### src/periph_pkg.sv
/*
 * Shared bus types for the peripheral hub: transfer size enum, request and
 * response structs, pin function codes, slot numbers, register offsets and
 * the byte-lane merge used by sized register writes
 */
`default_nettype none

package periph_pkg;

    // Size encoding as driven by the core, SZ_NONE means no access
    typedef enum logic [1:0] {
        SZ_BYTE = 2'b00,
        SZ_HALF = 2'b01,
        SZ_WORD = 2'b10,
        SZ_NONE = 2'b11
    } xfer_size_e;

    typedef struct packed {
        logic [10:0] addr;
        logic [31:0] wdata;
        xfer_size_e  wsize;
        xfer_size_e  rsize;
    } bus_req_t;

    // Answer from a user-slot peripheral
    typedef struct packed {
        logic [31:0] rdata;
        logic        ready;
    } periph_rsp_t;

    // Output function per pin, other codes drive the pin low
    typedef enum logic [7:0] {
        FUNC_GPIO = 8'd0,
        FUNC_UART = 8'd2
    } pin_func_e;

    localparam logic [3:0] SLOT_GPIO  = 4'd1;
    localparam logic [3:0] SLOT_UART  = 4'd2;
    localparam logic [3:0] SLOT_TIMER = 4'd3;

    // Offsets inside a 64 byte user slot
    localparam logic [5:0] GPIO_OUT     = 6'h00;
    localparam logic [5:0] GPIO_IN      = 6'h04;
    localparam logic [5:0] GPIO_FUNC    = 6'h20;
    localparam logic [5:0] UART_DATA    = 6'h00;
    localparam logic [5:0] UART_STATUS  = 6'h04;
    localparam logic [5:0] UART_IRQ_CLR = 6'h08;
    localparam logic [5:0] TMR_CMP      = 6'h00;
    localparam logic [5:0] TMR_COUNT    = 6'h04;
    localparam logic [5:0] TMR_IRQ_CLR  = 6'h08;

    // Byte lanes follow the size: byte 7:0, half 15:0, word all
    function automatic logic [31:0] lane_merge(logic [31:0] cur, logic [31:0] wdata,
                                               xfer_size_e size);
        logic [31:0] res;
        res = cur;
        if (size != SZ_NONE) res[7:0] = wdata[7:0];
        if (size == SZ_HALF || size == SZ_WORD) res[15:8] = wdata[15:8];
        if (size == SZ_WORD) res[31:16] = wdata[31:16];
        return res;
    endfunction

endpackage

`default_nettype wire

### src/periph_scratch.sv
/*
 * Scratch peripheral for a simple slot: sixteen byte registers with
 * write strobe and combinational read
 */
`timescale 1ns/1ps
`default_nettype none

module periph_scratch (
    input  wire logic       clk,
    input  wire logic       rst_n,
    input  wire logic       write,
    input  wire logic [3:0] offset,
    input  wire logic [7:0] wdata,
    output logic [7:0]      rdata
);

    logic [7:0] regs [16];

    // One byte per offset, strobe only comes when this slot is selected
    always_ff @(posedge clk) begin
        if (!rst_n) begin
            for (int i = 0; i < 16; i++) regs[i] <= 8'h0;
        end else if (write) begin
            regs[offset] <= wdata;
        end
    end

    // Always ready, no wait state
    assign rdata = regs[offset];

endmodule

`default_nettype wire

### src/periph_timer.sv
/*
 * Compare timer: free-running 32-bit counter, compare register with
 * byte-lane writes and sticky match interrupt
 */
`timescale 1ns/1ps
`default_nettype none

module periph_timer (
    input  wire logic                  clk,
    input  wire logic                  rst_n,
    input  wire periph_pkg::bus_req_t  req,
    output periph_pkg::periph_rsp_t    rsp,
    output logic                       irq
);

    logic [31:0] count;
    logic [31:0] cmp;
    logic        wr;
    logic        match;

    assign wr    = (req.wsize != periph_pkg::SZ_NONE);
    assign match = (count == cmp);

    // Counter never stops
    always_ff @(posedge clk) begin
        if (!rst_n) count <= 32'h0;
        else count <= count + 32'd1;
    end

    always_ff @(posedge clk) begin
        if (!rst_n) begin
            cmp <= 32'h0;
        end else if (wr && req.addr[5:0] == periph_pkg::TMR_CMP) begin
            cmp <= periph_pkg::lane_merge(cmp, req.wdata, req.wsize);
        end
    end

    // Sticky, a match on the clear edge keeps it set
    always_ff @(posedge clk) begin
        if (!rst_n) begin
            irq <= 1'b0;
        end else if (match) begin
            irq <= 1'b1;
        end else if (wr && req.addr[5:0] == periph_pkg::TMR_IRQ_CLR) begin
            irq <= 1'b0;
        end
    end

    always_comb begin
        rsp.ready = (req.rsize != periph_pkg::SZ_NONE);
        case (req.addr[5:0])
            periph_pkg::TMR_CMP:   rsp.rdata = cmp;
            // Live value, not a snapshot
            periph_pkg::TMR_COUNT: rsp.rdata = count;
            default:               rsp.rdata = 32'h0;
        endcase
    end

endmodule

`default_nettype wire

### src/periph_uart_tx.sv
/*
 * UART transmitter, 8N1 frame with CLKS_PER_BIT clocks per bit,
 * busy status and sticky done interrupt
 */
`timescale 1ns/1ps
`default_nettype none

module periph_uart_tx #(
    parameter int CLKS_PER_BIT = 8
) (
    input  wire logic                  clk,
    input  wire logic                  rst_n,
    input  wire periph_pkg::bus_req_t  req,
    output periph_pkg::periph_rsp_t    rsp,
    output logic                       tx,
    output logic                       irq
);

    localparam int CNT_W = (CLKS_PER_BIT > 1) ? $clog2(CLKS_PER_BIT) : 1;

    typedef enum logic [1:0] {
        ST_IDLE,
        ST_START,
        ST_DATA,
        ST_STOP
    } tx_state_e;

    tx_state_e  state;
    logic [CNT_W-1:0] clk_cnt;
    logic [2:0] bit_idx;
    logic [7:0] shift;
    logic       bit_end;
    logic       wr;
    logic       busy;

    assign wr      = (req.wsize != periph_pkg::SZ_NONE);
    assign bit_end = (clk_cnt == CNT_W'(CLKS_PER_BIT - 1));
    assign busy    = (state != ST_IDLE);

    always_ff @(posedge clk) begin
        if (!rst_n) begin
            state   <= ST_IDLE;
            clk_cnt <= '0;
            bit_idx <= 3'd0;
            shift   <= 8'h0;
            irq     <= 1'b0;
        end else begin
            // Clear first so a finishing frame wins on the same edge
            if (wr && req.addr[5:0] == periph_pkg::UART_IRQ_CLR) irq <= 1'b0;

            if (state == ST_IDLE) begin
                clk_cnt <= '0;
                // Writes while busy are dropped
                if (wr && req.addr[5:0] == periph_pkg::UART_DATA) begin
                    shift   <= req.wdata[7:0];
                    bit_idx <= 3'd0;
                    state   <= ST_START;
                end
            end else if (!bit_end) begin
                clk_cnt <= clk_cnt + 1'b1;
            end else begin
                clk_cnt <= '0;
                case (state)
                    ST_START: state <= ST_DATA;
                    ST_DATA: begin
                        // LSB first
                        shift   <= {1'b0, shift[7:1]};
                        bit_idx <= bit_idx + 3'd1;
                        if (bit_idx == 3'd7) state <= ST_STOP;
                    end
                    default: begin
                        state <= ST_IDLE;
                        irq   <= 1'b1;
                    end
                endcase
            end
        end
    end

    // Line level per state, idle and stop are mark
    always_comb begin
        case (state)
            ST_START: tx = 1'b0;
            ST_DATA:  tx = shift[0];
            default:  tx = 1'b1;
        endcase
    end

    always_comb begin
        rsp.ready = (req.rsize != periph_pkg::SZ_NONE);
        if (req.addr[5:0] == periph_pkg::UART_STATUS) rsp.rdata = {30'h0, irq, busy};
        else rsp.rdata = 32'h0;
    end

endmodule

`default_nettype wire

### src/periph_gpio.sv
/*
 * GPIO peripheral: output register, two-stage input synchronizer,
 * eight function select registers and per-pin output selection
 */
`timescale 1ns/1ps
`default_nettype none

module periph_gpio (
    input  wire logic                  clk,
    input  wire logic                  rst_n,
    input  wire periph_pkg::bus_req_t  req,
    output periph_pkg::periph_rsp_t    rsp,
    input  wire logic [7:0]            ui_in,
    input  wire logic                  uart_tx,
    output logic [7:0]                 uo_out,
    output logic [7:0]                 ui_sync
);

    logic [7:0]  gpio_out;
    logic [7:0]  ui_meta;
    logic [31:0] func_sel [8];
    logic        func_hit;
    logic [2:0]  func_idx;

    // Function select n sits at 0x20 + 4n
    assign func_hit = req.addr[5] && req.addr[1:0] == 2'b00;
    assign func_idx = req.addr[4:2];

    always_ff @(posedge clk) begin
        if (!rst_n) begin
            gpio_out <= 8'h0;
            for (int i = 0; i < 8; i++) func_sel[i] <= 32'h0;
        end else if (req.wsize != periph_pkg::SZ_NONE) begin
            // Output register takes the low byte for any size
            if (req.addr[5:0] == periph_pkg::GPIO_OUT) gpio_out <= req.wdata[7:0];
            if (func_hit) begin
                func_sel[func_idx] <= periph_pkg::lane_merge(func_sel[func_idx],
                                                             req.wdata, req.wsize);
            end
        end
    end

    // Two flops on the pad inputs
    always_ff @(posedge clk) begin
        if (!rst_n) begin
            ui_meta <= 8'h0;
            ui_sync <= 8'h0;
        end else begin
            ui_meta <= ui_in;
            ui_sync <= ui_meta;
        end
    end

    always_comb begin
        rsp.ready = (req.rsize != periph_pkg::SZ_NONE);
        if (req.addr[5:0] == periph_pkg::GPIO_OUT) rsp.rdata = {24'h0, gpio_out};
        else if (req.addr[5:0] == periph_pkg::GPIO_IN) rsp.rdata = {24'h0, ui_sync};
        else if (func_hit) rsp.rdata = func_sel[func_idx];
        else rsp.rdata = 32'h0;
    end

    // Pin mux, low byte of each select is the function code
    always_comb begin
        for (int n = 0; n < 8; n++) begin
            case (periph_pkg::pin_func_e'(func_sel[n][7:0]))
                periph_pkg::FUNC_GPIO: uo_out[n] = gpio_out[n];
                periph_pkg::FUNC_UART: uo_out[n] = uart_tx;
                default:               uo_out[n] = 1'b0;
            endcase
        end
    end

endmodule

`default_nettype wire

### src/periph_hub.sv
/*
 * Peripheral hub top level: slot decode, per-peripheral request gating,
 * response select, read data hold register and registered ready,
 * GPIO, UART transmitter, timer and scratch register instances
 */
`timescale 1ns/1ps
`default_nettype none

module periph_hub #(
    parameter int CLKS_PER_BIT = 8
) (
    input  wire logic                 clk,
    input  wire logic                 rst_n,
    input  wire logic [7:0]           ui_in,
    output logic [7:0]                uo_out,
    input  wire periph_pkg::bus_req_t req,
    output logic [31:0]               data_out,
    output logic                      data_ready,
    input  wire logic                 data_read_complete,
    output logic [15:2]               user_interrupts
);

    // Scratch registers live in simple slot 0
    localparam logic [3:0] SIMPLE_SCRATCH = 4'd0;

    logic       sel_simple;
    logic [3:0] user_slot;
    logic [3:0] simple_slot;
    logic       rd_valid;

    periph_pkg::bus_req_t    gpio_req;
    periph_pkg::bus_req_t    uart_req;
    periph_pkg::bus_req_t    tmr_req;
    periph_pkg::periph_rsp_t gpio_rsp;
    periph_pkg::periph_rsp_t uart_rsp;
    periph_pkg::periph_rsp_t tmr_rsp;
    periph_pkg::periph_rsp_t user_rsp;

    logic        scratch_wr;
    logic [7:0]  scratch_rdata;
    logic [31:0] sel_rdata;
    logic        sel_ready;
    logic        hold;
    logic        uart_tx;
    logic        uart_irq;
    logic        tmr_irq;

    // Unselected peripherals see no access at all
    function automatic periph_pkg::bus_req_t gate_req(periph_pkg::bus_req_t r, logic sel);
        periph_pkg::bus_req_t g;
        g = r;
        if (!sel) begin
            g.wsize = periph_pkg::SZ_NONE;
            g.rsize = periph_pkg::SZ_NONE;
        end
        return g;
    endfunction

    // Bit 10 picks simple slots, otherwise user slot from bits 9:6
    assign sel_simple  = req.addr[10];
    assign user_slot   = req.addr[9:6];
    assign simple_slot = req.addr[7:4];
    assign rd_valid    = (req.rsize != periph_pkg::SZ_NONE);

    assign gpio_req = gate_req(req, !sel_simple && user_slot == periph_pkg::SLOT_GPIO);
    assign uart_req = gate_req(req, !sel_simple && user_slot == periph_pkg::SLOT_UART);
    assign tmr_req  = gate_req(req, !sel_simple && user_slot == periph_pkg::SLOT_TIMER);

    assign scratch_wr = sel_simple && simple_slot == SIMPLE_SCRATCH &&
                        req.wsize != periph_pkg::SZ_NONE;

    // User slot response, empty slots give zero at once
    always_comb begin
        user_rsp.rdata = 32'h0;
        user_rsp.ready = rd_valid;
        case (user_slot)
            periph_pkg::SLOT_GPIO:  user_rsp = gpio_rsp;
            periph_pkg::SLOT_UART:  user_rsp = uart_rsp;
            periph_pkg::SLOT_TIMER: user_rsp = tmr_rsp;
            default: ;
        endcase
    end

    // Simple slots are always ready, only slot 0 is populated
    always_comb begin
        if (sel_simple) begin
            sel_rdata = (simple_slot == SIMPLE_SCRATCH) ? {24'h0, scratch_rdata} : 32'h0;
            sel_ready = rd_valid;
        end else begin
            sel_rdata = user_rsp.rdata;
            sel_ready = user_rsp.ready;
        end
    end

    // Capture once per read, keep until the core completes it
    always_ff @(posedge clk) begin
        if (!rst_n) begin
            hold       <= 1'b0;
            data_out   <= 32'h0;
            data_ready <= 1'b0;
        end else begin
            if (data_read_complete) hold <= 1'b0;
            if (!hold && sel_ready) begin
                hold     <= 1'b1;
                data_out <= sel_rdata;
            end
            // Ready lines up with the registered data
            data_ready <= sel_ready;
        end
    end

    periph_gpio gpio0 (
        .clk     (clk),
        .rst_n   (rst_n),
        .req     (gpio_req),
        .rsp     (gpio_rsp),
        .ui_in   (ui_in),
        .uart_tx (uart_tx),
        .uo_out  (uo_out),
        .ui_sync ()
    );

    periph_uart_tx #(
        .CLKS_PER_BIT (CLKS_PER_BIT)
    ) uart0 (
        .clk   (clk),
        .rst_n (rst_n),
        .req   (uart_req),
        .rsp   (uart_rsp),
        .tx    (uart_tx),
        .irq   (uart_irq)
    );

    periph_timer timer0 (
        .clk   (clk),
        .rst_n (rst_n),
        .req   (tmr_req),
        .rsp   (tmr_rsp),
        .irq   (tmr_irq)
    );

    periph_scratch scratch0 (
        .clk    (clk),
        .rst_n  (rst_n),
        .write  (scratch_wr),
        .offset (req.addr[3:0]),
        .wdata  (req.wdata[7:0]),
        .rdata  (scratch_rdata)
    );

    // Interrupt bit follows the user slot number
    assign user_interrupts = {12'h0, tmr_irq, uart_irq};

endmodule

`default_nettype wire

### config.mk
export PLATFORM = sky130hd
export DESIGN_NAME = periph_hub
export DESIGN_NICKNAME = d
export VERILOG_FILES = /design/src/periph_pkg.sv /design/src/periph_scratch.sv /design/src/periph_timer.sv /design/src/periph_uart_tx.sv /design/src/periph_gpio.sv /design/src/periph_hub.sv
export SDC_FILE = /design/constraint.sdc
export NUM_CORES = 1
export LEC_CHECK = 0
export BUFFER_PORTS_ARGS = -buffer_cell sky130_fd_sc_hd__buf_4
export CAP_MARGIN = 10
export CORE_ASPECT_RATIO = 0.75
export CORE_MARGIN = 3
export CORE_UTILIZATION = 39
export CTS_CLUSTER_DIAMETER = 120
export DETAILED_ROUTE_END_ITERATION = 7
export PLACE_DENSITY = 0.64
export SKIP_CTS_REPAIR_TIMING = 1
export SYNTH_ARGS = -nofsm -noshare
export SYNTH_HDL_FRONTEND = slang
export SYNTH_SLANG_ARGS = --single-unit
### constraint.sdc
create_clock -name clk -period 11.85 [get_ports clk]
set_clock_uncertainty 0.1 [all_clocks]
set_input_delay 1.7775 -clock clk [delete_from_list [all_inputs] [get_ports clk]]
set_output_delay 1.7775 -clock clk [all_outputs]
set_load 0.01 [all_outputs]
==> flow_metrics.tcl <==
set metrics [dict create \
    clockBufferDepth 3 \
    drive_above_1_share 0.182 \
    crit_required_ns 12.02 \
    grt_antenna_before_repair 5 \
    drt-initial-drc-count 1924 \
    path_max_fanout 29 \
    synthTopCellsByArea "edfxtp_1 47%, dfxtp_1 11%, mux4_2 8.5%, and2_1 5.4%, nor2_1 3.4%" \
    pre_cts_ws_ns 5.51 \
    cellLeakagePower_nw 10.1 \
    status "finished clean" \
    synthTopCellsByCount "384 x edfxtp_1, 225 x nor2_1, 213 x and2_1, 140 x dfxtp_1, 120 x nand2_1" \
    yosysWarnings 0 \
    overflow 0 \
    finalSetupViolations 0 \
    hold_violations 0 \
    cp-start-kind "primary input" \
    ys_types 71 \
    seq_area_frac_synth 0.579 \
    fp.dieW_um 297 \
    cts_tree "yes" \
    postRouteAntennaNets 0 \
    port_buffers 100 \
    clk_pin_slew_ns 0.06 \
    vias 16400 \
    io_pins 113 \
    fmax_mhz 175 \
    hold_class "reg2reg" \
    rsz0062_at_grt "no" \
    drc 0 \
    slew_violations 0 \
    routed_wl_mm 69.2 \
    power_density_nw_per_um2 147 \
    fin_nets 2082 \
    core.rowCount 79 \
    syn_avg_cell_area_um2 12.6 \
    clk_latency_ns 0.61 \
    wl_per_cell_um 23.8 \
    root_buffer "clkbuf_16" \
    async_reset_ff_frac 0 \
    synthCells 1964 \
    numCtsBuffers 54 \
    synth.top_cell.area_share 0.466 \
    ctsHtreeMaxLevel 2 \
    track_usage 0.205 \
    cts_sinks 524 \
    grt_pass1_vias 15800 \
    critical_path_arrival_ns 5.89 \
    netlist_area_um2 24700 \
    worstSetupPathType "in2reg" \
    drtPass1Iterations 5 \
    worstMarginPinSlew_ns 1.22 \
    via_per_inst 5.65 \
    ys.flop_type "edfxtp_1" \
    fin_setup_tns_ns 0 \
    die_h_um 224 \
    fin_ws_ns 6.13 \
    worst_setup_path_end_kind "flop" \
    synth_edf_count 384 \
    syn2layout_area_growth_pct 13.1 \
    yosysMostFrequentCell "edfxtp_1" \
    hpwl_mm 46.9 \
    min_period_ns 5.72 \
    slew_headroom 0.185 \
    grt_max_degree 103 \
    die_area_um2 66500 \
    fin_crit_sh 0.483 \
    grt_pass1_wl_mm 103 \
    ir_drop_v 0.000101 \
    place.gp.congestion 0.930 \
    synth_top_area_cell "edfxtp_1" \
    core_area_um2 62400 \
    max_cap_viol_count 0 \
    ys_ff_latch 524 \
    initial_core_util 0.397 \
]
-- through the flow --
stage	utilization	hold slack, ns	cells	cell area [um2]	total power, mW
floorplan	-	0.298	1975	24800	2.26
global placement	0.419	0.309	2806	26200	2.39
detailed placement	0.419	0.320	2806	26200	2.39
CTS	0.448	0.336	2901	28000	4.13
global route	0.448	0.346	2902	28000	4.22
finish	0.448	0.334	2904	28000	4.11
-- cells by family after synthesis --
kind of cell | share of synthesized area
AOI/OAI and AO/OA | 0.0571
xor gates and xnor gates | 0.0188
adders and majority gates | 0.00607
buffers and inverters | 0.0327
DFF | 0.579
muxes | 0.133
other | 0.000152
and+or+nand+nor | 0.173
-- final cells by class --
class                           instances  area, um2
Antenna cell                            3       7.51
Clock inverter                         26        322
Multi-Input combinational cell       1281       9670
Tap cell                              850       1060
Sequential cell                       524      14300
Fill cell                            5589      34400
Clock buffer                           69       1480
Inverter                               10       37.5
Timing Repair Buffer                  141       1060
-- worst max-delay path: stages --
cell	delay (ns)
buf_4	0.15
or4b_1	0.69
or3_1	0.40
ha_1	0.37
nor4b_4	0.29
buf_4	0.29
nand3_1	0.79
nand2_1	0.68
buf_4	0.42
-- placed cells by master, fill, tap and decap left out, types with 43 or more instances in the layout --
cell       Yosys  routed
nand3_1       51      51
dfxtp_1      140     140
o21ai_0       43      43
mux4_2        93      93
nand2_1      120     120
and2_1       213     213
mux2i_1       48      48
and3_1        57      57
nor2_1       225     225
buf_4         21     141
xor2_1        43      43
edfxtp_1     384     384
clkbuf_16      0      56
-- registers in the layout, indices dropped and copies added (netlist names), 2 cells and up --
signal	count
gpio0.gpio_out	8
uart0.clk_cnt	3
data_out	32
uart0.shift	8
uart0.state	2
gpio0.ui_sync	8
gpio0.ui_meta	8
scratch0.regs	128
uart0.bit_idx	3
gpio0.func_sel	256
timer0.count	32
timer0.cmp	32
-- report_power, final --
| group | total [mW] | leakage, nW | switching, mW | internal, mW |
|---|---|---|---|---|
| Sequential | 2.05 | 4.94 | 0.0281 | 2.02 |
| Clock | 1.76 | 0.882 | 0.724 | 1.03 |
| Combinational | 0.305 | 4.26 | 0.195 | 0.109 |
-- per-layer routing --
metal	wire (um)	track usage
met5	17	0
met4	1480	0.0488
met3	7950	0.0589
met2	29000	0.291
met1	30800	0.307
-- final timing paths --
| check | start | endpoint | cells past startpoint | slack [ns] |
|---|---|---|---|---|
| worst min register to register | gpio0.ui_meta[2] | gpio0.ui_sync[2] | 1 | 0.33 |
| worst max register to register | uart0.state[0] | uart0.bit_idx[0] | 6 | 9.30 |
| worst max-delay path | req[43] | gpio0.func_sel[6][24] | 9 | 6.13 |
| worst min-delay path | gpio0.ui_meta[2] | gpio0.ui_sync[2] | 1 | 0.33 |
No activity file was read; power rests on OpenSTA's default activity.
